`src/design/dmi_pkg.sv`:
```
package dmi_pkg;

  ////////////////////////////////////////
  // DMI bus geometry
  ////////////////////////////////////////

  localparam int DmiAddrWidth = 7;
  localparam int DmiDataWidth = 32;

  // System bus registers reachable over DMI
  typedef enum logic [DmiAddrWidth-1:0] {
    DmiSbcs       = 7'h38,
    DmiSbAddress0 = 7'h39,
    DmiSbData0    = 7'h3C,
    DmiSbData1    = 7'h3D
  } dmi_addr_e;

  // Values reported in sbcs.sberror
  typedef enum logic [2:0] {
    SbErrNone       = 3'd0,
    SbErrBadAddr    = 3'd2,
    SbErrMisaligned = 3'd3,
    SbErrBadSize    = 3'd4
  } sb_error_e;

  ////////////////////////////////////////
  // SBCS layout
  ////////////////////////////////////////

  localparam logic [2:0] SbcsVersion  = 3'd1;
  localparam logic [6:0] SbcsAddrSize = 7'd32;

  localparam int SbcsVersionLsb    = 29;
  localparam int SbcsBusyErrBit    = 22;
  localparam int SbcsBusyBit       = 21;
  localparam int SbcsReadOnAddrBit = 20;
  localparam int SbcsAccessLsb     = 17;
  localparam int SbcsAutoIncBit    = 16;
  localparam int SbcsReadOnDataBit = 15;
  localparam int SbcsErrorLsb      = 12;
  localparam int SbcsAddrSizeLsb   = 5;

  // Access sizes the bus supports, read-only ones
  localparam int SbcsAccess64Bit = 3;
  localparam int SbcsAccess32Bit = 2;

endpackage

```
`src/design/sysbus_pkg.sv`:
```
package sysbus_pkg;

  ////////////////////////////////////////
  // System bus widths
  ////////////////////////////////////////

  localparam int SbAddrWidth = 32;
  localparam int SbDataWidth = 64;
  localparam int SbStrbWidth = 8;

  typedef logic [SbAddrWidth-1:0] sb_addr_t;
  typedef logic [SbDataWidth-1:0] sb_data_t;
  typedef logic [SbStrbWidth-1:0] sb_strb_t;

  // Encoding follows sbcs.sbaccess
  typedef enum logic [2:0] {
    SbSize32 = 3'd2,
    SbSize64 = 3'd3
  } sb_size_e;

  ////////////////////////////////////////
  // Byte enables per access
  ////////////////////////////////////////

  localparam sb_strb_t StrbAll    = 8'hFF;
  localparam sb_strb_t StrbLow32  = 8'h0F;
  localparam sb_strb_t StrbHigh32 = 8'hF0;

endpackage

```
`src/design/sb_cmd_if.sv`:
```
`timescale 1ns/1ps

interface sb_cmd_if;

  // Command side, held stable while req is high
  logic                 req;
  logic                 we;
  sysbus_pkg::sb_addr_t addr;
  sysbus_pkg::sb_data_t wdata;
  logic [2:0]           size;

  // Response side, valid while ack is high
  logic                 ack;
  sysbus_pkg::sb_data_t rdata;
  dmi_pkg::sb_error_e   err;

  modport requester (
    output req, we, addr, wdata, size,
    input  ack, rdata, err
  );

  modport executor (
    input  req, we, addr, wdata, size,
    output ack, rdata, err
  );

endinterface

```
`src/design/sba_dmi_regs.sv`:
```
`timescale 1ns/1ps

module sba_dmi_regs (
  input  logic                             clk_sys,
  input  logic                             arst_n_i,
  input  logic                             dmi_req_i,
  input  logic                             dmi_wr_i,
  input  logic [dmi_pkg::DmiAddrWidth-1:0] dmi_addr_i,
  input  logic [dmi_pkg::DmiDataWidth-1:0] dmi_wdata_i,
  output logic                             dmi_ack_o,
  output logic [dmi_pkg::DmiDataWidth-1:0] dmi_rdata_o,
  sb_cmd_if.requester                      cmd
);

  typedef enum logic [1:0] {
    DmiIdle,
    DmiRespond,
    DmiWaitRelease
  } dmi_state_e;

  dmi_state_e         state_q;
  dmi_pkg::dmi_addr_e reg_addr;

  logic access;
  logic wr_en;
  logic rd_en;
  logic trig_wr;
  logic trig_rd;
  logic trigger;
  logic err_block;
  logic start;
  logic busy_hit;
  logic cmd_done;

  // SBCS control fields
  logic       busyerr_q;
  logic       readonaddr_q;
  logic [2:0] access_q;
  logic       autoinc_q;
  logic       readondata_q;
  logic [2:0] sberror_q;

  // Command tracking
  logic       busy_q;
  logic       cmd_req_q;
  logic       cmd_we_q;
  logic [2:0] cmd_size_q;

  sysbus_pkg::sb_addr_t             sbaddr0_q;
  sysbus_pkg::sb_addr_t             addr_inc;
  logic [dmi_pkg::DmiDataWidth-1:0] sbdata0_q;
  logic [dmi_pkg::DmiDataWidth-1:0] sbdata1_q;
  logic [dmi_pkg::DmiDataWidth-1:0] rdata_q;
  logic [dmi_pkg::DmiDataWidth-1:0] sbcs_rd;
  logic [dmi_pkg::DmiDataWidth-1:0] rd_mux;

  ////////////////////////////////////////
  // Register access decode
  ////////////////////////////////////////

  assign reg_addr = dmi_pkg::dmi_addr_e'(dmi_addr_i);
  assign access   = (state_q == DmiRespond);
  assign wr_en    = access && dmi_wr_i;
  assign rd_en    = access && !dmi_wr_i;

  // Three ways to kick off a bus access
  assign trig_wr = wr_en && (reg_addr == dmi_pkg::DmiSbData0);
  assign trig_rd = (wr_en && (reg_addr == dmi_pkg::DmiSbAddress0) && readonaddr_q) ||
                   (rd_en && (reg_addr == dmi_pkg::DmiSbData0) && readondata_q);
  assign trigger = trig_wr || trig_rd;

  // Sticky errors block everything until cleared
  assign err_block = (sberror_q != 3'd0) || busyerr_q;
  assign start     = trigger && !err_block && !busy_q;
  assign busy_hit  = trigger && busy_q;
  assign cmd_done  = cmd_req_q && cmd.ack;

  assign addr_inc = (cmd_size_q == sysbus_pkg::SbSize64) ? sysbus_pkg::sb_addr_t'(8) :
                                                           sysbus_pkg::sb_addr_t'(4);

  always_comb begin
    sbcs_rd = '0;
    sbcs_rd[dmi_pkg::SbcsVersionLsb +: 3]  = dmi_pkg::SbcsVersion;
    sbcs_rd[dmi_pkg::SbcsBusyErrBit]       = busyerr_q;
    sbcs_rd[dmi_pkg::SbcsBusyBit]          = busy_q;
    sbcs_rd[dmi_pkg::SbcsReadOnAddrBit]    = readonaddr_q;
    sbcs_rd[dmi_pkg::SbcsAccessLsb +: 3]   = access_q;
    sbcs_rd[dmi_pkg::SbcsAutoIncBit]       = autoinc_q;
    sbcs_rd[dmi_pkg::SbcsReadOnDataBit]    = readondata_q;
    sbcs_rd[dmi_pkg::SbcsErrorLsb +: 3]    = sberror_q;
    sbcs_rd[dmi_pkg::SbcsAddrSizeLsb +: 7] = dmi_pkg::SbcsAddrSize;
    sbcs_rd[dmi_pkg::SbcsAccess64Bit]      = 1'b1;
    sbcs_rd[dmi_pkg::SbcsAccess32Bit]      = 1'b1;
  end

  always_comb begin
    case (reg_addr)
      dmi_pkg::DmiSbcs:       rd_mux = sbcs_rd;
      dmi_pkg::DmiSbAddress0: rd_mux = sbaddr0_q;
      dmi_pkg::DmiSbData0:    rd_mux = sbdata0_q;
      dmi_pkg::DmiSbData1:    rd_mux = sbdata1_q;
      default:                rd_mux = '0;
    endcase
  end

  ////////////////////////////////////////
  // Handshake FSM and control state
  ////////////////////////////////////////

  always_ff @(posedge clk_sys or negedge arst_n_i) begin
    if (!arst_n_i) begin
      state_q      <= DmiIdle;
      busyerr_q    <= 1'b0;
      readonaddr_q <= 1'b0;
      access_q     <= 3'd0;
      autoinc_q    <= 1'b0;
      readondata_q <= 1'b0;
      sberror_q    <= 3'd0;
      busy_q       <= 1'b0;
      cmd_req_q    <= 1'b0;
      cmd_we_q     <= 1'b0;
      cmd_size_q   <= 3'd0;
    end else begin
      case (state_q)
        DmiIdle:        if (dmi_req_i) state_q <= DmiRespond;
        DmiRespond:     state_q <= DmiWaitRelease;
        DmiWaitRelease: if (!dmi_req_i) state_q <= DmiIdle;
        default:        state_q <= DmiIdle;
      endcase

      if (wr_en && (reg_addr == dmi_pkg::DmiSbcs)) begin
        readonaddr_q <= dmi_wdata_i[dmi_pkg::SbcsReadOnAddrBit];
        access_q     <= dmi_wdata_i[dmi_pkg::SbcsAccessLsb +: 3];
        autoinc_q    <= dmi_wdata_i[dmi_pkg::SbcsAutoIncBit];
        readondata_q <= dmi_wdata_i[dmi_pkg::SbcsReadOnDataBit];
        // Write one to clear
        sberror_q    <= sberror_q & ~dmi_wdata_i[dmi_pkg::SbcsErrorLsb +: 3];
        if (dmi_wdata_i[dmi_pkg::SbcsBusyErrBit]) begin
          busyerr_q <= 1'b0;
        end
      end

      if (busy_hit) begin
        busyerr_q <= 1'b1;
      end

      if (start) begin
        cmd_req_q  <= 1'b1;
        busy_q     <= 1'b1;
        cmd_we_q   <= trig_wr;
        cmd_size_q <= access_q;
      end

      // Drop req on ack, stay busy until the executor releases ack
      if (cmd_done) begin
        cmd_req_q <= 1'b0;
        if (cmd.err != dmi_pkg::SbErrNone) begin
          sberror_q <= cmd.err;
        end
      end else if (busy_q && !cmd_req_q && !cmd.ack) begin
        busy_q <= 1'b0;
      end
    end
  end

  ////////////////////////////////////////
  // Address and data registers
  ////////////////////////////////////////

  always_ff @(posedge clk_sys) begin
    if (rd_en) begin
      rdata_q <= rd_mux;
    end
    // Ignored while a command owns them
    if (wr_en && !busy_q) begin
      case (reg_addr)
        dmi_pkg::DmiSbAddress0: sbaddr0_q <= dmi_wdata_i;
        dmi_pkg::DmiSbData0:    sbdata0_q <= dmi_wdata_i;
        dmi_pkg::DmiSbData1:    sbdata1_q <= dmi_wdata_i;
        default: ;
      endcase
    end
    if (cmd_done && (cmd.err == dmi_pkg::SbErrNone)) begin
      if (!cmd_we_q) begin
        if (cmd_size_q == sysbus_pkg::SbSize64) begin
          sbdata1_q <= cmd.rdata[63:32];
        end
        sbdata0_q <= cmd.rdata[31:0];
      end
      if (autoinc_q) begin
        sbaddr0_q <= sbaddr0_q + addr_inc;
      end
    end
  end

  assign dmi_ack_o   = (state_q == DmiWaitRelease);
  assign dmi_rdata_o = rdata_q;

  assign cmd.req   = cmd_req_q;
  assign cmd.we    = cmd_we_q;
  assign cmd.addr  = sbaddr0_q;
  assign cmd.wdata = {sbdata1_q, sbdata0_q};
  assign cmd.size  = cmd_size_q;

endmodule

```
`src/flat_wrapper.sv`:
```
// flat-port wrapper written by rule: the top's interface ports become plain ports
module sba_dmi_regs_flat 
  (clk_sys, arst_n_i, dmi_req_i, dmi_wr_i, dmi_addr_i, dmi_wdata_i, dmi_ack_o, dmi_rdata_o, cmd_req, cmd_we, cmd_addr, cmd_wdata, cmd_size, cmd_ack, cmd_rdata, cmd_err);
  sb_cmd_if cmd_i ();
  input  logic clk_sys;
  input  logic arst_n_i;
  input  logic dmi_req_i;
  input  logic dmi_wr_i;
  input  logic [dmi_pkg::DmiAddrWidth-1:0] dmi_addr_i;
  input  logic [dmi_pkg::DmiDataWidth-1:0] dmi_wdata_i;
  output logic dmi_ack_o;
  output logic [dmi_pkg::DmiDataWidth-1:0] dmi_rdata_o;
  output wire logic [$bits(cmd_i.req)-1:0] cmd_req;
  output wire logic [$bits(cmd_i.we)-1:0] cmd_we;
  output wire logic [$bits(cmd_i.addr)-1:0] cmd_addr;
  output wire logic [$bits(cmd_i.wdata)-1:0] cmd_wdata;
  output wire logic [$bits(cmd_i.size)-1:0] cmd_size;
  input wire logic [$bits(cmd_i.ack)-1:0] cmd_ack;
  input wire logic [$bits(cmd_i.rdata)-1:0] cmd_rdata;
  input wire logic [$bits(cmd_i.err)-1:0] cmd_err;
  assign cmd_req = cmd_i.req;
  assign cmd_we = cmd_i.we;
  assign cmd_addr = cmd_i.addr;
  assign cmd_wdata = cmd_i.wdata;
  assign cmd_size = cmd_i.size;
  assign cmd_i.ack = cmd_ack;
  assign cmd_i.rdata = cmd_rdata;
  assign cmd_i.err = cmd_err;
  sba_dmi_regs u_core (.clk_sys(clk_sys), .arst_n_i(arst_n_i), .dmi_req_i(dmi_req_i), .dmi_wr_i(dmi_wr_i), .dmi_addr_i(dmi_addr_i), .dmi_wdata_i(dmi_wdata_i), .dmi_ack_o(dmi_ack_o), .dmi_rdata_o(dmi_rdata_o), .cmd(cmd_i));
endmodule
```
`config.mk`:
```
export PLATFORM = sky130hd
export DESIGN_NAME = sba_dmi_regs_flat
export DESIGN_NICKNAME = d
export VERILOG_FILES = /design/src/design/dmi_pkg.sv /design/src/design/sysbus_pkg.sv /design/src/design/sb_cmd_if.sv /design/src/design/sba_dmi_regs.sv /design/src/flat_wrapper.sv
export SDC_FILE = /design/constraint.sdc
export NUM_CORES = 1
export LEC_CHECK = 0
export ABC_AREA = 1
export BUFFER_PORTS_ARGS = -buffer_cell sky130_fd_sc_hd__buf_2
export CAP_MARGIN = 25
export CORE_ASPECT_RATIO = 1.4
export CORE_MARGIN = 1.5
export CORE_UTILIZATION = 51
export DETAILED_ROUTE_END_ITERATION = 6
export PLACE_DENSITY_LB_ADDON = 0.15
export SLEW_MARGIN = 20
export SYNTH_ARGS = -nofsm -noshare
export SYNTH_HDL_FRONTEND = slang
export SYNTH_SLANG_ARGS = --single-unit
```
`constraint.sdc`:
```
create_clock -name clk_sys -period 2.2 [get_ports clk_sys]
set_input_delay 0 -clock clk_sys [delete_from_list [all_inputs] [get_ports clk_sys]]
set_output_delay 0 -clock clk_sys [all_outputs]
set_load 0.1 [all_outputs]
```
==> run metrics <==
top-area cell type share of the netlist area=25.1%; setup violators final=0; clk slew on worst S/H paths=about 60 ps; RSZ-0062 raised after global routing=yes; FF-to-FF path depth=9; global-route usage over all layers=36.0%; CP startpoint=u_core.cmd.req; Max-Cap Viols=0; clk sinks=between 100 and 150; die area=between 15000 and 20000 sq um; slack of the worst reg-to-reg path=110 ps; Mapped Nets=1164; Yosys top cell by area=dfxtp_1; clk_lat worst skew=430 ps; CP required=2490 ps; Seq/Total Area, Yosys=44.8%; Final Hold Viols=0; fraction of layout cells with a size suffix above 1=24.3%; largest net degree at the start of global routing=between 40 and 50; Lkg Pwr=5.10 nW; fmax=480 MHz; post-route clock skew=between 10 and 15 ps; status=finished clean; fraction of registers with async set/reset=12.3%; Worst-Margin Slew=540 ps; Reg2Reg Launch Point=u_core.cmd.req; Placer Congestion=0.945; num rows=52; n_diodes=0; XOR/XNOR Fraction of Synth Area=0.351%; initial antenna violation count=1; Hold Crit Class=in2async; initial detailed-routing violation count=629; fillcell total=1091; IO Count=245; Layout area overhead=44.0%; Final Non-Filler Cells=1611; CP arrival=approximately 2400 ps; crit path time final=~2100 ps; vias in the first global route=8576; most frequent cell after synthesis=nand2_1; Clock Tree Buf Depth=2; worst setup path end=u_core.sbdata0_q[3]; Post-synth EDFFs=34; Vias=8869; first-pass GRT wire length=43.5 mm; Slew Limit Fails=0; CTS tree=yes; Final Util=about three quarters; dpl cells=1460; crit path kind=reg2reg; count of input and output buffers=244; total wire length=28.0 mm; mux cell area share after synthesis=0%; worst vdd ir=0.00112 V; Final ANT Viol Nets=0; vias per cell=roughly 5.5; Synth Area in Adders=0.602%; core area=approximately 14000 sq um; first-pass detailed-route iteration total=6; Post-Synthesis Cell Area=7480 sq um; Most used DFF post-synth=dfxtp_1; Avg Cell Area, Syn=7.13 sq um; most frequent cells after synthesis=nand2_1, inv_1, dfxtp_1; reg2reg end=u_core.sbdata0_q[3]; Crit. End Element=flip-flop; root buffer selected by CTS=clkbuf_16; CTS H-Tree Depth=4; worst relative slew slack=63.9%; wire length per cell=about 17 microns; final worst path period share=94.8%; DRC=0; top cells by area, synth=dfxtp_1, nand2_1, edfxtp_1; main combinational cell family by area after synthesis=simple AND/OR/NAND/NOR gates; die height=146 microns; Cells after Synth=1050; pwr dens=roughly 1300 nW/um^2; worst-path fanout max=14; YS warnings=0; total gr overflow=0; Die Wd=105 microns; setup TNS=0 ps; compound-cell area share of the yosys netlist=18.3%; critical path startpoint category=flip-flop; Seq cells post-synth=146; Layout Nets=around 1500; Initial Util=52.1%; library cells used by synthesis=34; CTS Buf Count=17; DP HPWL=18.7 mm; simple-gate share of the synthesized area=between 20% and 30%
where the power goes:
group          total [mW]  internal, mW  switching, mW
registers            4.08          3.44          0.637
logic                7.01          1.27           5.74
clock network        3.05          1.83           1.22
layout by cell type (no fill, tap or decap), types with 2 or more instances in the layout:
cell type,netlist,final
nor2_2,7,4
dlygate4sd3_1,0,113
nand2_1,327,325
o21bai_1,2,2
dfxtp_1,94,92
dfxtp_2,0,2
o211ai_1,3,3
o221ai_1,14,14
bufinv_16,0,3
nand2_2,5,3
dfrtp_4,0,3
nand2_4,0,4
o21ai_0,78,77
o2111ai_1,15,15
o22ai_1,2,2
buf_12,0,2
inv_2,5,8
edfxtp_1,34,34
clkinvlp_4,0,2
clkinv_4,0,3
a21oi_1,61,61
xor2_1,3,3
nand4_1,5,5
inv_6,0,4
nor2_1,86,84
nor2_4,2,7
buf_2,25,244
inv_1,106,103
nand3_2,1,3
buf_4,10,29
dfrtp_1,18,15
nand3_1,51,50
clkbuf_16,0,17
o21ai_1,74,75
per-stage QoR:
stage	area (sq um)	total power, mW	setup WS (ps)	hold slack, ps
after global routing	10800	14.7	-14.1	91.9
after global placement	8950	10.7	182	-46.6
after CTS	10700	14.0	45.7	48.2
after detailed placement	8950	10.7	136	-45.0
after floorplan	7540	9.53	16.7	-296
final	10800	14.1	115	77.0
logic make-up after synthesis:
| logic type | count (synthesis) |
|---|---|
| XOR/XNOR | 3 |
| AND/OR/NAND/NOR | 488 |
| adder cells (fa/ha/maj) | 3 |
| flip-flops | 146 |
| buffers and inverters | 161 |
| AO/OA/AOI/OAI | 249 |
what timing repair did:
| item | CTS | global route |
|---|---|---|
| endpoints found under the hold margin | 126 | 0 |
| buffers inserted | 0 | 5 |
| resized for setup | 0 | 7 |
| endpoints found under the setup margin | 0 | 20 |
| hold buffers | 113 | 0 |
cell type report:
type,count,area [sq um],area share (%)
Sequential cell,146,3370,31.2
Clock inverter,14,175,1.62
Inverter,111,417,3.86
Timing Repair Buffer,389,2620,24.3
Tap cell,189,236,2.19
Clock buffer,18,439,4.07
Multi-Input combinational cell,744,3520,32.7
per-layer routing:
metal | track usage, % | vias to the layer above | part of all wire (%) | routed length (microns)
met3 | 8.04 | 128 | 8.3 | 2310
li1 | - | 4168 | - | -
met5 | 0 | - | 0.039 | 11
met2 | 61.9 | 507 | 50 | 13900
met1 | 40.8 | 4064 | 36 | 10200
met4 | 20.6 | 2 | 5.4 | 1510
flip-flops by register name, indices dropped and copies added, names as in the netlist:
register / cells
u_core.cmd.req: 1
u_core.busy_q: 1
u_core.readondata_q: 1
u_core.cmd.we: 1
u_core.autoinc_q: 1
u_core.access_q: 3
u_core.sberror_q: 3
u_core.dmi_rdata_o: 32
u_core.cmd.addr: 32
u_core.readonaddr_q: 1
u_core.sbdata0_q: 32
u_core.busyerr_q: 1
u_core.sbdata1_q: 32
u_core.state_q: 2
u_core.cmd.size: 3
worst min-delay path by stage:
stage,endpoint,from,slack [ps]
2_1_floorplan,u_core.access_q[0],arst_n_i,-300
3_3_place_gp,u_core.state_q[0],arst_n_i,-50
3_5_place_dp,u_core.state_q[0],arst_n_i,-50
4_1_cts,u_core.cmd.we,arst_n_i,50
5_1_grt,u_core.busy_q,arst_n_i,90
6_report,u_core.cmd.we,arst_n_i,80
worst max-delay path, cell delays in order (launching register included):
cell and delay (ps):
dfrtp_1 370, nand2_1 120, inv_1 120, nand4_1 140, nor2_4 230, buf_6 190, a21oi_1 50, o21ai_1 80
nand2_1 70, dlygate4sd3_1 580
No activity file was read; power rests on OpenSTA's default activity.
