## src/design/dmi_pkg.sv

```systemverilog
package dmi_pkg;

  ////////////////////////////////////////
  // DMI bus geometry
  ////////////////////////////////////////

  localparam int DmiAddrWidth = 7;
  localparam int DmiDataWidth = 32;

  // System bus registers reachable over DMI
  typedef enum logic [DmiAddrWidth-1:0] {
    DmiSbcs       = 7'h38,
    DmiSbAddress0 = 7'h39,
    DmiSbData0    = 7'h3C,
    DmiSbData1    = 7'h3D
  } dmi_addr_e;

  // Values reported in sbcs.sberror
  typedef enum logic [2:0] {
    SbErrNone       = 3'd0,
    SbErrBadAddr    = 3'd2,
    SbErrMisaligned = 3'd3,
    SbErrBadSize    = 3'd4
  } sb_error_e;

  ////////////////////////////////////////
  // SBCS layout
  ////////////////////////////////////////

  localparam logic [2:0] SbcsVersion  = 3'd1;
  localparam logic [6:0] SbcsAddrSize = 7'd32;

  localparam int SbcsVersionLsb    = 29;
  localparam int SbcsBusyErrBit    = 22;
  localparam int SbcsBusyBit       = 21;
  localparam int SbcsReadOnAddrBit = 20;
  localparam int SbcsAccessLsb     = 17;
  localparam int SbcsAutoIncBit    = 16;
  localparam int SbcsReadOnDataBit = 15;
  localparam int SbcsErrorLsb      = 12;
  localparam int SbcsAddrSizeLsb   = 5;

  // Access sizes the bus supports, read-only ones
  localparam int SbcsAccess64Bit = 3;
  localparam int SbcsAccess32Bit = 2;

endpackage

```

## src/design/sysbus_pkg.sv

```systemverilog
package sysbus_pkg;

  ////////////////////////////////////////
  // System bus widths
  ////////////////////////////////////////

  localparam int SbAddrWidth = 32;
  localparam int SbDataWidth = 64;
  localparam int SbStrbWidth = 8;

  typedef logic [SbAddrWidth-1:0] sb_addr_t;
  typedef logic [SbDataWidth-1:0] sb_data_t;
  typedef logic [SbStrbWidth-1:0] sb_strb_t;

  // Encoding follows sbcs.sbaccess
  typedef enum logic [2:0] {
    SbSize32 = 3'd2,
    SbSize64 = 3'd3
  } sb_size_e;

  ////////////////////////////////////////
  // Byte enables per access
  ////////////////////////////////////////

  localparam sb_strb_t StrbAll    = 8'hFF;
  localparam sb_strb_t StrbLow32  = 8'h0F;
  localparam sb_strb_t StrbHigh32 = 8'hF0;

endpackage

```

## src/design/sb_cmd_if.sv

```systemverilog
`timescale 1ns/1ps

interface sb_cmd_if;

  // Command side, held stable while req is high
  logic                 req;
  logic                 we;
  sysbus_pkg::sb_addr_t addr;
  sysbus_pkg::sb_data_t wdata;
  logic [2:0]           size;

  // Response side, valid while ack is high
  logic                 ack;
  sysbus_pkg::sb_data_t rdata;
  dmi_pkg::sb_error_e   err;

  modport requester (
    output req, we, addr, wdata, size,
    input  ack, rdata, err
  );

  modport executor (
    input  req, we, addr, wdata, size,
    output ack, rdata, err
  );

endinterface

```

## src/design/mem_bus_if.sv

```systemverilog
`timescale 1ns/1ps

interface mem_bus_if #(
  parameter int MemWords = 256
);

  localparam int IdxWidth = $clog2(MemWords);

  logic                 req;
  logic                 we;
  logic [IdxWidth-1:0]  idx;
  sysbus_pkg::sb_data_t wdata;
  sysbus_pkg::sb_strb_t strb;

  logic                 ack;
  sysbus_pkg::sb_data_t rdata;

  modport master (
    output req, we, idx, wdata, strb,
    input  ack, rdata
  );

  modport slave (
    input  req, we, idx, wdata, strb,
    output ack, rdata
  );

endinterface

```

## src/design/sba_bus_master.sv

```systemverilog
`timescale 1ns/1ps

module sba_bus_master #(
  parameter int MemWords = 256
) (
  input  logic        clk_sys,
  input  logic        arst_n_i,
  sb_cmd_if.executor  cmd,
  mem_bus_if.master   mem
);

  localparam int IdxWidth = $clog2(MemWords);
  localparam sysbus_pkg::sb_addr_t MemBytes = sysbus_pkg::sb_addr_t'(MemWords * 8);

  typedef enum logic [1:0] {
    BmIdle,
    BmMemWait,
    BmDone,
    BmRelease
  } bm_state_e;

  bm_state_e            state_q;
  dmi_pkg::sb_error_e   chk_err;
  dmi_pkg::sb_error_e   err_q;
  logic                 is32;
  logic                 is64;
  logic                 mem_req_q;
  logic                 mem_we_q;
  logic                 half_q;
  logic                 size32_q;
  logic [IdxWidth-1:0]  idx_q;
  sysbus_pkg::sb_data_t wdata_q;
  sysbus_pkg::sb_data_t rdata_q;
  sysbus_pkg::sb_strb_t strb_q;

  assign is32 = (cmd.size == sysbus_pkg::SbSize32);
  assign is64 = (cmd.size == sysbus_pkg::SbSize64);

  // Size first, then alignment, then range
  always_comb begin
    if (!is32 && !is64) begin
      chk_err = dmi_pkg::SbErrBadSize;
    end else if ((is64 && (cmd.addr[2:0] != 3'b000)) || (is32 && (cmd.addr[1:0] != 2'b00))) begin
      chk_err = dmi_pkg::SbErrMisaligned;
    end else if (cmd.addr >= MemBytes) begin
      chk_err = dmi_pkg::SbErrBadAddr;
    end else begin
      chk_err = dmi_pkg::SbErrNone;
    end
  end

  always_ff @(posedge clk_sys or negedge arst_n_i) begin
    if (!arst_n_i) begin
      state_q   <= BmIdle;
      mem_req_q <= 1'b0;
      err_q     <= dmi_pkg::SbErrNone;
    end else begin
      case (state_q)
        BmIdle: begin
          if (cmd.req) begin
            err_q <= chk_err;
            if (chk_err != dmi_pkg::SbErrNone) begin
              state_q <= BmDone;
            end else begin
              mem_req_q <= 1'b1;
              state_q   <= BmMemWait;
            end
          end
        end
        BmMemWait: begin
          if (mem.ack) begin
            mem_req_q <= 1'b0;
            state_q   <= BmDone;
          end
        end
        BmDone:    if (!cmd.req) state_q <= BmRelease;
        // Memory side must finish its handshake too
        BmRelease: if (!mem.ack) state_q <= BmIdle;
        default:   state_q <= BmIdle;
      endcase
    end
  end

  always_ff @(posedge clk_sys) begin
    if ((state_q == BmIdle) && cmd.req) begin
      idx_q    <= cmd.addr[3 +: IdxWidth];
      mem_we_q <= cmd.we;
      half_q   <= cmd.addr[2];
      size32_q <= is32;
      // 32-bit data goes to both halves, strobes pick one
      wdata_q  <= is64 ? cmd.wdata : {2{cmd.wdata[31:0]}};
      strb_q   <= is64 ? sysbus_pkg::StrbAll :
                  (cmd.addr[2] ? sysbus_pkg::StrbHigh32 : sysbus_pkg::StrbLow32);
    end
    if ((state_q == BmMemWait) && mem.ack) begin
      if (size32_q) begin
        rdata_q <= {32'h0, half_q ? mem.rdata[63:32] : mem.rdata[31:0]};
      end else begin
        rdata_q <= mem.rdata;
      end
    end
  end

  assign cmd.ack   = (state_q == BmDone);
  assign cmd.rdata = rdata_q;
  assign cmd.err   = err_q;

  assign mem.req   = mem_req_q;
  assign mem.we    = mem_we_q;
  assign mem.idx   = idx_q;
  assign mem.wdata = wdata_q;
  assign mem.strb  = strb_q;

endmodule

```

## src/flat_wrapper.sv

```systemverilog
// flat-port wrapper written by rule: the top's interface ports become plain ports
module sba_bus_master_flat 
#(
  parameter int MemWords = 256
)
  (clk_sys, arst_n_i, cmd_req, cmd_we, cmd_addr, cmd_wdata, cmd_size, cmd_ack, cmd_rdata, cmd_err, mem_req, mem_we, mem_idx, mem_wdata, mem_strb, mem_ack, mem_rdata);
  sb_cmd_if cmd_i ();
  mem_bus_if #(.MemWords(MemWords)) mem_i ();
  input  logic clk_sys;
  input  logic arst_n_i;
  input wire logic [$bits(cmd_i.req)-1:0] cmd_req;
  input wire logic [$bits(cmd_i.we)-1:0] cmd_we;
  input wire logic [$bits(cmd_i.addr)-1:0] cmd_addr;
  input wire logic [$bits(cmd_i.wdata)-1:0] cmd_wdata;
  input wire logic [$bits(cmd_i.size)-1:0] cmd_size;
  output wire logic [$bits(cmd_i.ack)-1:0] cmd_ack;
  output wire logic [$bits(cmd_i.rdata)-1:0] cmd_rdata;
  output wire logic [$bits(cmd_i.err)-1:0] cmd_err;
  output wire logic [$bits(mem_i.req)-1:0] mem_req;
  output wire logic [$bits(mem_i.we)-1:0] mem_we;
  output wire logic [$bits(mem_i.idx)-1:0] mem_idx;
  output wire logic [$bits(mem_i.wdata)-1:0] mem_wdata;
  output wire logic [$bits(mem_i.strb)-1:0] mem_strb;
  input wire logic [$bits(mem_i.ack)-1:0] mem_ack;
  input wire logic [$bits(mem_i.rdata)-1:0] mem_rdata;
  assign cmd_i.req = cmd_req;
  assign cmd_i.we = cmd_we;
  assign cmd_i.addr = cmd_addr;
  assign cmd_i.wdata = cmd_wdata;
  assign cmd_i.size = cmd_size;
  assign cmd_ack = cmd_i.ack;
  assign cmd_rdata = cmd_i.rdata;
  assign cmd_err = cmd_i.err;
  assign mem_req = mem_i.req;
  assign mem_we = mem_i.we;
  assign mem_idx = mem_i.idx;
  assign mem_wdata = mem_i.wdata;
  assign mem_strb = mem_i.strb;
  assign mem_i.ack = mem_ack;
  assign mem_i.rdata = mem_rdata;
  sba_bus_master #(.MemWords(MemWords)) u_core (.clk_sys(clk_sys), .arst_n_i(arst_n_i), .cmd(cmd_i), .mem(mem_i));
endmodule
```

## config.mk

```make
export PLATFORM = sky130hd
export DESIGN_NAME = sba_bus_master_flat
export DESIGN_NICKNAME = d
export VERILOG_FILES = /design/src/design/dmi_pkg.sv /design/src/design/sysbus_pkg.sv /design/src/design/sb_cmd_if.sv /design/src/design/mem_bus_if.sv /design/src/design/sba_bus_master.sv /design/src/flat_wrapper.sv
export SDC_FILE = /design/constraint.sdc
export NUM_CORES = 1
export LEC_CHECK = 0
export BUFFER_PORTS_ARGS = -buffer_cell sky130_fd_sc_hd__buf_2
export CAP_MARGIN = 20
export CORE_AREA = 2 2 123 125
export CTS_CLUSTER_SIZE = 12
export DETAILED_ROUTE_END_ITERATION = 8
export DIE_AREA = 0 0 125 127
export PLACE_DENSITY = 0.75
export SLEW_MARGIN = 30
export SYNTH_ARGS = -nofsm -noshare
export SYNTH_HDL_FRONTEND = slang
export SYNTH_SLANG_ARGS = --single-unit
```

## constraint.sdc

```tcl
create_clock -name clk_sys -period 2.68 [get_ports clk_sys]
set_input_delay 0.536 -clock clk_sys [delete_from_list [all_inputs] [get_ports clk_sys]]
set_output_delay 0.536 -clock clk_sys [all_outputs]
set_load 0.005 [all_outputs]
```

==> results of run 1 <==
-- power by group through the flow --
stage | sequential (mW) | clock (mW) | combinational (mW)
after floorplan | 3.27 | 0 | 0.503
after global placement | 3.18 | 0 | 1.20
after detailed placement | 3.20 | 0 | 1.24
after CTS | 3.16 | 2.47 | 1.25
after global routing | 3.19 | 2.56 | 1.34
final | 3.15 | 2.42 | 1.22
-- state kept, by name (all words and copies together), names as in the netlist --
signal / cells
u_core.mem.idx: 8
u_core.state_q: 2
u_core.mem.wdata: 64
u_core.cmd.err: 3
u_core.size32_q: 1
u_core.cmd.rdata: 64
u_core.mem.strb: 2
u_core.mem.we: 1
u_core.mem.req: 1
u_core.half_q: 1
-- how the worst min path moves through the flow --
stage          slack (ps)  cells past startpoint                end
2_1_floorplan         240                      0  u_core.cmd.err[0]
3_3_place_gp          360                      1  u_core.state_q[0]
3_5_place_dp          370                      1     u_core.mem.req
4_1_cts               270                      1  u_core.mem.idx[6]
5_1_grt               270                      1  u_core.mem.idx[1]
6_report              290                      1  u_core.mem.idx[6]
-- area by class of cell --
type	instances	area, um2	area share (%)
Multi-Input combinational cell	140	1240	15.2
Sequential cell	147	4380	53.8
Inverter	6	26.3	0.322
Clock inverter	14	176	2.16
Clock buffer	18	429	5.26
Timing Repair Buffer	323	1670	20.5
Tap cell	184	230	2.82
-- layer usage --
layer / GRT usage, % / wire length (um) / vias up
met5: 0 / 0 / -
met3: 6.95 / 1270 / 27
met4: 7.25 / 331 / 0
li1: - / - / 1825
met2: 30.7 / 7590 / 215
met1: 19.6 / 5440 / 1863
-- critical path: cells and delay by family (launching register included) --
family                   cells  cell delay (ps)
buffers and inverters        3              590
flip-flops                   1              400
adder cells (fa/ha/maj)      1              210
AND/OR/NAND/NOR              1              180
-- cells by family (layout without fill, tap and decap cells) --
kind of cell,count (synthesis),after routing
AND/OR/NAND/NOR,59,59
flip-flops,147,147
multiplexers,67,67
buffers and inverters,21,361
adder cells (fa/ha/maj),5,5
AO/OA/AOI/OAI,9,9
-- per-stage QoR --
stage	instances	utilization [%]	total power, mW
2_1_floorplan	308	-	3.77
3_3_place_gp	799	52.3	4.39
3_5_place_dp	799	52.3	4.45
4_1_cts	832	56.5	6.87
5_1_grt	832	56.5	7.09
6_report	832	56.5	6.80
-- cell usage in the layout (no fill, tap or decap), drive strengths merged --
| master | Yosys | final |
|---|---|---|
| clkbuf | 4 | 18 |
| nor2 | 3 | 3 |
| o21ai | 3 | 3 |
| dlygate4sd3 | 0 | 1 |
| mux2 | 64 | 64 |
| edfxtp | 141 | 141 |
| mux2i | 3 | 3 |
| clkinvlp | 0 | 3 |
| o31ai | 3 | 3 |
| nand4 | 1 | 1 |
| nor4 | 5 | 5 |
| nand2 | 11 | 11 |
| clkinv | 0 | 5 |
| a211oi | 1 | 1 |
| o31a | 1 | 1 |
| ha | 5 | 5 |
| dfrtp | 6 | 6 |
| inv | 6 | 9 |
| or4 | 1 | 1 |
| buf | 11 | 322 |
| nor3 | 1 | 1 |
| nand3 | 1 | 1 |
| nand2b | 2 | 2 |
| nor2b | 34 | 34 |
| a32o | 1 | 1 |
| bufinv | 0 | 3 |
==> results.json, run 1 <==
{
  "pwr-share-seq_pct": 46.4,
  "critPathArrivalTime_ps": 1890,
  "finalCritPeriodShare_pct": 68.4,
  "whs_ps": 293,
  "cts.clk_slew.worst_paths_ps": 60,
  "cts_root_buffer": "clkbuf_16",
  "crit_fanout": 77,
  "grt_pass1_vias": 3991,
  "tns_ps": 0,
  "end_kind": "flop",
  "synth_common_cells": "edfxtp_1 (141), mux2_2 (64), nor2b_1 (34), nand2_1 (11)",
  "synth_area_mm2": 0.00572,
  "overflow": 0,
  "clock_path_buffers": 2,
  "combPwrFrac_pct": 18.0,
  "dpl_cell_area_mm2": 0.00754,
  "startpoint": "u_core.state_q[0]",
  "worstHoldStart": "cmd_addr[9]",
  "rsz0062_at_grt": "false",
  "critical_path.cell_chain": "inv_1 > ha_1 > nand2_1 > clkinvlp_4 > buf_12",
  "drv_slew": 0,
  "pin_count": 318,
  "status": "finished, final reports clean",
  "ant_nets": 0,
  "crit_path_end": "u_core.mem.wdata[59]",
  "slowest_stage": "dfrtp_1",
  "power.internal_mw": 5.06,
  "yosys.area_share.xor_xnor_pct": 0,
  "core_mm2": 0.0144,
  "grt_pass1_wl_um": 21200,
  "hpwlAfterDp_um": 11000,
  "drcViolationCount": 0,
  "antenna_found_initial": 0,
  "track_usage_pct": 17.7,
  "ys.flop_type": "edfxtp_1",
  "area_growth_pct": 42.5,
  "critical_path_class": "flop to flop",
  "vias": 3930,
  "min_period_ps": 1830,
  "ys_warn_count": 0,
  "swShare_pct": 25.6,
  "tightest_slew_ps": 461,
  "peakVddDrop_mv": 0.477,
  "place_congestion": 0.795,
  "cts_max_level": 4,
  "drive_gt1_share_pct": 65.1,
  "p_per_area_mw_per_mm2": 834,
  "r2r_end": "u_core.mem.wdata[59]",
  "synth_compound_area_share_pct": 1.20,
  "r2r_start": "u_core.state_q[0]",
  "r2r_cells": 5,
  "drv_cap": 0,
  "routedWlPerCell_um": 17.6,
  "yosys.area_share.simple_pct": 6.14,
  "cts_tree": "yes",
  "synth-adder-area-share_pct": 1.09,
  "n_fill_cell": 1177,
  "ctsResizeCount": 0,
  "synthArstFlopShare_pct": 4.08,
  "yosysTopAreaCellShare_pct": 74.0,
  "die_h_um": 127,
  "clkLatencyLatePin_ps": 420,
  "nets": 808,
  "r2r_slack_ps": 850,
  "pre_cts_ws_ps": 586,
  "cp_slowest_stage_delay_ps": 400,
  "fmax_mhz": 545,
  "ys_ff_latch": 147,
  "initial_core_util_pct": 39.7,
  "worstSetupStartpointType": "flop",
  "postCtsSetupBuffers": 0,
  "relSlewSlack_pct": 69.3,
  "cts_sinks": 147,
  "die_w_um": 125,
  "hold_class": "input pin to flop",
  "setup_ws_ps": 847,
  "synth_edf_count": 141,
  "portBuffers": 317,
  "dieArea_mm2": 0.0159,
  "syn_area_per_cell_um2": 18.6,
  "post_drt_via_cell_ratio": 4.72,
  "synth_nets": 481,
  "p_switching_mw": 1.74,
  "yosys-mux-area-fraction_pct": 13.1,
  "yosysTopAreaCell": "edfxtp_1",
  "hold_buffers": 1,
  "rows": 44,
  "final_area_mm2": 0.00815,
  "yosysMostFrequentCell": "edfxtp_1",
  "setup_violations": 0,
  "synth_top_family_by_area": "multiplexers",
  "crit_required_ps": 2740,
  "cts_buffers": 17,
  "synthCells": 308,
  "synth_area_leaders": "edfxtp_1 (74%), mux2_2 (13%), nor2b_1 (3.7%)",
  "grt_max_degree": 78,
  "drt-initial-drc-count": 156,
  "num_antenna_cells": 0,
  "first_pass_iters": 5,
  "routed_wl_um": 14600,
  "fin_skew_ps": 8.44,
  "leakage_nw": 3.44,
  "synth-seq-area-share_pct": 76.6,
  "hold_violations": 0,
  "synth.distinct_cells": 25,
  "p_clk_share_pct": 35.6
}
Power figures use the tool's default switching activity.
==> inputs of run 2 (changes only) <==
Clock period 2.68 ns to 1.6 ns, I/O delays scaled along.
==> run 2 against run 1 <==
  * Non-clock buffer count rose by 12
  * Critical path type unchanged
  * Final area increased by 1.5%
  * First-iteration DRC count up 27%
  * Sequential cell count did not move
  * Sequential share of layout area down 0.79 points
  * Hold slack got worse by 220 ps
  * Clock power rose by 59%
  * Clock-buffer cell count up 2
  * Largest cell class unchanged
  * Die area is the same
  * Routed wire length is 0.81% lower
  * Combinational power is 85% higher
==> results.json, run 2 (synthesized netlist as in run 1, its figures left out) <==
{
  "routedWlPerCell_um": 17.1,
  "vias": 3969,
  "portBuffers": 317,
  "final_common_cell": "buf_2",
  "crit_fanout": 3,
  "grt_max_degree": 40,
  "grt_pass1_vias": 4206,
  "p_per_area_mw_per_mm2": 1370,
  "cts.clk_slew.worst_paths_ps": 60,
  "fmax_mhz": 634,
  "dieArea_mm2": 0.0159,
  "hold_violations": 0,
  "antenna_found_initial": 2,
  "routed_wl_um": 14500,
  "leakage_nw": 3.48,
  "tightest_slew_ps": 382,
  "area_growth_pct": 44.6,
  "layoutNonFillerInstCount": 846,
  "critPathArrivalTime_ps": 1870,
  "drive_gt1_share_pct": 66.5,
  "min_period_ps": 1580,
  "worstSetupStartpointType": "flop",
  "clock_path_buffers": 2,
  "end_kind": "flop",
  "setup_ws_ps": 22.5,
  "peakVddDrop_mv": 0.848,
  "rsz0062_at_grt": "true",
  "layout_common_cells": "buf_2 (317), edfxtp_1 (141), mux2_2 (64), nor2b_1 (34), clkbuf_16 (17)",
  "finalCritPeriodShare_pct": 98.6,
  "place_congestion": 0.806,
  "drv_slew": 0,
  "critical_path_class": "flop to flop",
  "cts_tree": "yes",
  "initial_core_util_pct": 39.7,
  "cts_max_level": 4,
  "rows": 44,
  "overflow": 0,
  "hold_depth": 1,
  "track_usage_pct": 17.9,
  "postCtsSetupBuffers": 0,
  "crit_required_ps": 1890,
  "grt_pass1_wl_um": 21800,
  "post_drt_via_cell_ratio": 4.69,
  "drt-initial-drc-count": 198,
  "pin_count": 318,
  "die_h_um": 127,
  "ant_nets": 0,
  "clkLatencyLatePin_ps": 410,
  "drcViolationCount": 0,
  "power_mw": 11.4,
  "hpwlAfterDp_um": 10900,
  "status": "finished, final reports clean",
  "placedCellCount": 811,
  "core_mm2": 0.0144,
  "cts_buffers": 17,
  "pre_cts_ws_ps": -196,
  "setup_violations": 0,
  "drv_cap": 0,
  "relSlewSlack_pct": 74.3,
  "cts_sinks": 147,
  "final_core_util_pct": 57.4,
  "fin_skew_ps": 6.43,
  "cts_root_buffer": "clkbuf_16",
  "hold_class": "input pin to flop",
  "nets": 820,
  "die_w_um": 125,
  "r2r_cells": 5,
  "first_pass_iters": 4
}
## run 2: changes by cell type in the layout (fill, tap and decap cells not counted), sizes merged
cell	previous run	this run
bufinv	3	2
clkinvlp	3	5
buf	322	334
inv	9	6
clkbuf	18	20
diode	0	2
## run 2: report_power, final
part	switching (mW)	internal, mW
sequential	0.183	5.09
combinational	1.21	1.04
clock	1.54	2.30
total	2.93	8.43
## run 2: worst paths after layout
check                                   from                end  slack, ps
hold reg to reg            u_core.cmd.err[1]  u_core.cmd.err[1]        480
min in group asynchronous           arst_n_i  u_core.state_q[1]        300
max in group asynchronous           arst_n_i     u_core.mem.req       1140
setup reg to reg           u_core.state_q[1]     u_core.mem.req         20
hold / removal                   cmd_addr[9]  u_core.mem.idx[6]         80
setup / recovery           u_core.state_q[1]     u_core.mem.req         20
## run 2: worst max-delay path, cell delays in order, from the launching register on
cell and delay, ps:
dfrtp_1 400, inv_2 110, ha_2 210, mux2i_1 70, or4_1 390, a32o_1 280
## run 2: repair_timing
| action | in CTS | in global routing |
|---|---|---|
| gates resized for setup | 2 | 1 |
| pin swaps | 0 | 0 |
| endpoints found under the setup margin | 1 | 2 |
| cloned | 0 | 0 |
| hold buffers | 1 | 0 |
| hold endpoints to repair | 6 | 0 |
## run 2: layout make-up
class / instances / area (um2)
Multi-Input combinational cell: 140 / 1270
Antenna cell: 2 / 5.00
Clock inverter: 12 / 131
Clock buffer: 20 / 437
Inverter: 6 / 30.0
Fill cell: 1170 / 6150
Timing Repair Buffer: 335 / 1790
Tap cell: 184 / 230
Sequential cell: 147 / 4380
## run 2: through the flow
stage,cell area (um2),hold WS (ps),setup TNS [ps]
after detailed placement,7680,159,-330
final,8280,76.7,0
after global routing,8270,58.5,-29.7
after global placement,7680,151,-201
after CTS,8270,59.7,0
after floorplan,5750,24.4,-75420
## run 2: routing by layer
layer	GRT usage, %	vias to the layer above	wire length (um)
li1	-	1856	-
met1	19.6	1878	5390
met4	7.19	0	286
met5	0	-	0
met3	6.70	22	1330
met2	31.5	213	7510
==> inputs of run 3 (changes only) <==
Settings changed: PLACE_DENSITY 0.75 to 0.72.
Clock period 1.6 ns to 1.94 ns, I/O delays scaled along.
==> run 3 against run 2 <==
  * Non-clock buffer count shrank 8
  * Utilization shrank 0.30 points
  * Combinational power shrank 22%
  * Final area shrank 0.51%
  * Sequential cell count is the same
  * First-iteration DRC count shrank 21%
  * Clock-buffer cell count is the same
  * Clock skew is essentially flat
  * Hold slack gained 68 ps
  * Clock power shrank 13%
  * Routed wire length grew 1.5%
  * Critical path type is now flop to primary output
  * Highest routed layer is now met5
==> results.json, run 3 (synthesized netlist as in run 1, its figures left out) <==
{
  "status": "finished, final reports clean",
  "portBuffers": 317,
  "area_growth_pct": 43.9,
  "p_per_area_mw_per_mm2": 1150,
  "num_antenna_cells": 0,
  "path_buf_inv": 2,
  "drt-initial-drc-count": 156,
  "slowest_stage": "dfrtp_1",
  "post_drt_via_cell_ratio": 4.71,
  "drv_slew": 0,
  "crit_family": "flip-flops",
  "layout_common_cells": "buf_2 (317), edfxtp_1 (141), mux2_2 (64), nor2b_1 (34), clkbuf_16 (17)",
  "leakage_nw": 3.46,
  "die_h_um": 127,
  "cts_tree": "yes",
  "place_congestion": 0.841,
  "crit_required_ps": 1550,
  "nets": 812,
  "relSlewSlack_pct": 72.2,
  "antenna_found_initial": 2,
  "cts.clk_slew.worst_paths_ps": 60,
  "ant_nets": 0,
  "cts_buffers": 17,
  "critPathArrivalTime_ps": 1290,
  "fin_skew_ps": 6.72,
  "drcViolationCount": 0,
  "crit_fanout": 4,
  "initial_core_util_pct": 39.7,
  "drive_gt1_share_pct": 66.0,
  "grt_pass1_wl_um": 22000,
  "pin_count": 318,
  "end_kind": "primary output",
  "ctsResizeCount": 0,
  "clkLatencyLatePin_ps": 410,
  "final_area_mm2": 0.00823,
  "vias": 3934,
  "finalCritPeriodShare_pct": 86.7,
  "tns_ps": 0,
  "die_w_um": 125,
  "fmax_mhz": 594,
  "cts_max_level": 4,
  "routedWlPerCell_um": 17.6,
  "worstSetupStartpointType": "flop",
  "dieArea_mm2": 0.0159,
  "grt_max_degree": 65,
  "critical_path.cell_chain": "inv_2 > ha_1 > buf_2",
  "peakVddDrop_mv": 0.598,
  "drv_cap": 0,
  "layoutNonFillerInstCount": 836,
  "hpwlAfterDp_um": 11300,
  "cts_root_buffer": "clkbuf_16",
  "tightest_slew_ps": 413,
  "cts_sinks": 147,
  "critical_path_class": "flop to primary output",
  "dpl_cell_area_mm2": 0.00762,
  "rsz0062_at_grt": "false",
  "final_common_cell": "buf_2",
  "rows": 44,
  "cp_slowest_stage_delay_ps": 420,
  "hold_class": "input pin to flop",
  "pre_cts_ws_ps": 117,
  "first_pass_iters": 4,
  "routed_wl_um": 14700,
  "placedCellCount": 803,
  "clock_path_buffers": 2,
  "final_core_util_pct": 57.1,
  "track_usage_pct": 18.4,
  "core_mm2": 0.0144,
  "setup_ws_ps": 257,
  "grt_pass1_vias": 4119,
  "overflow": 0,
  "setup_violations": 0,
  "hold_violations": 0,
  "min_period_ps": 1680
}
run 3: changes by cell type in the layout (fill, tap and decap cells not counted), sizes merged:
cell	previous run	this run
diode	2	0
clkinv	5	2
inv	6	9
bufinv	2	3
clkinvlp	5	4
buf	334	326
run 3: metal layers:
layer  track usage, %  routed length (um)  vias up
li1                 -                   -     1844
met1             21.1                5560     1844
met2             31.6                7470      214
met3             6.28                1240       30
met4             7.91                 424        2
met5                0                  20        -
run 3: cell type report:
| class | count | area (um2) |
|---|---|---|
| inverters | 6 | 30.0 |
| repair buffers | 327 | 1730 |
| clock inverters | 12 | 169 |
| clock buffers | 20 | 437 |
| well taps | 184 | 230 |
| flip-flops and latches | 147 | 4380 |
| multi-input cells | 140 | 1260 |
| fillers | 1195 | 6190 |
run 3: through the flow:
step	hold WS (ps)	total power, mW
2_1_floorplan	92.4	5.25
3_3_place_gp	218	6.17
3_5_place_dp	221	6.24
4_1_cts	128	9.61
5_1_grt	128	9.95
6_report	145	9.49
run 3: worst paths after layout:
| path | startpoint | endpoint | slack, ps | cells after the start |
|---|---|---|---|---|
| setup / recovery | u_core.state_q[0] | cmd_ack | 260 | 3 |
| hold / removal | cmd_addr[10] | u_core.mem.idx[7] | 140 | 1 |
| setup reg to reg | u_core.state_q[1] | u_core.mem.req | 280 | 5 |
| hold reg to reg | u_core.cmd.err[1] | u_core.cmd.err[1] | 490 | 2 |
| max in group asynchronous | arst_n_i | u_core.cmd.err[2] | 1470 | 2 |
| min in group asynchronous | arst_n_i | u_core.state_q[0] | 320 | 2 |
run 3: power breakdown:
group	internal [mW]	total (mW)	leakage, nW	switching (mW)
Sequential	4.20	4.37	1.38	0.167
Combinational	0.806	1.77	1.80	0.969
Clock	2.05	3.35	0.288	1.30
run 3: worst reg2reg max path, cell delays in order (launching register included):
cell and delay, ps:
dfrtp_1 430, inv_2 120, ha_1 220, mux2i_1 100
or4_1 400, a32o_1 270
run 3: repair_timing:
action	CTS	global route
hold endpoints to repair	6	0
hold buffers	1	0
setup endpoints to repair	0	0
buffers inserted	0	0
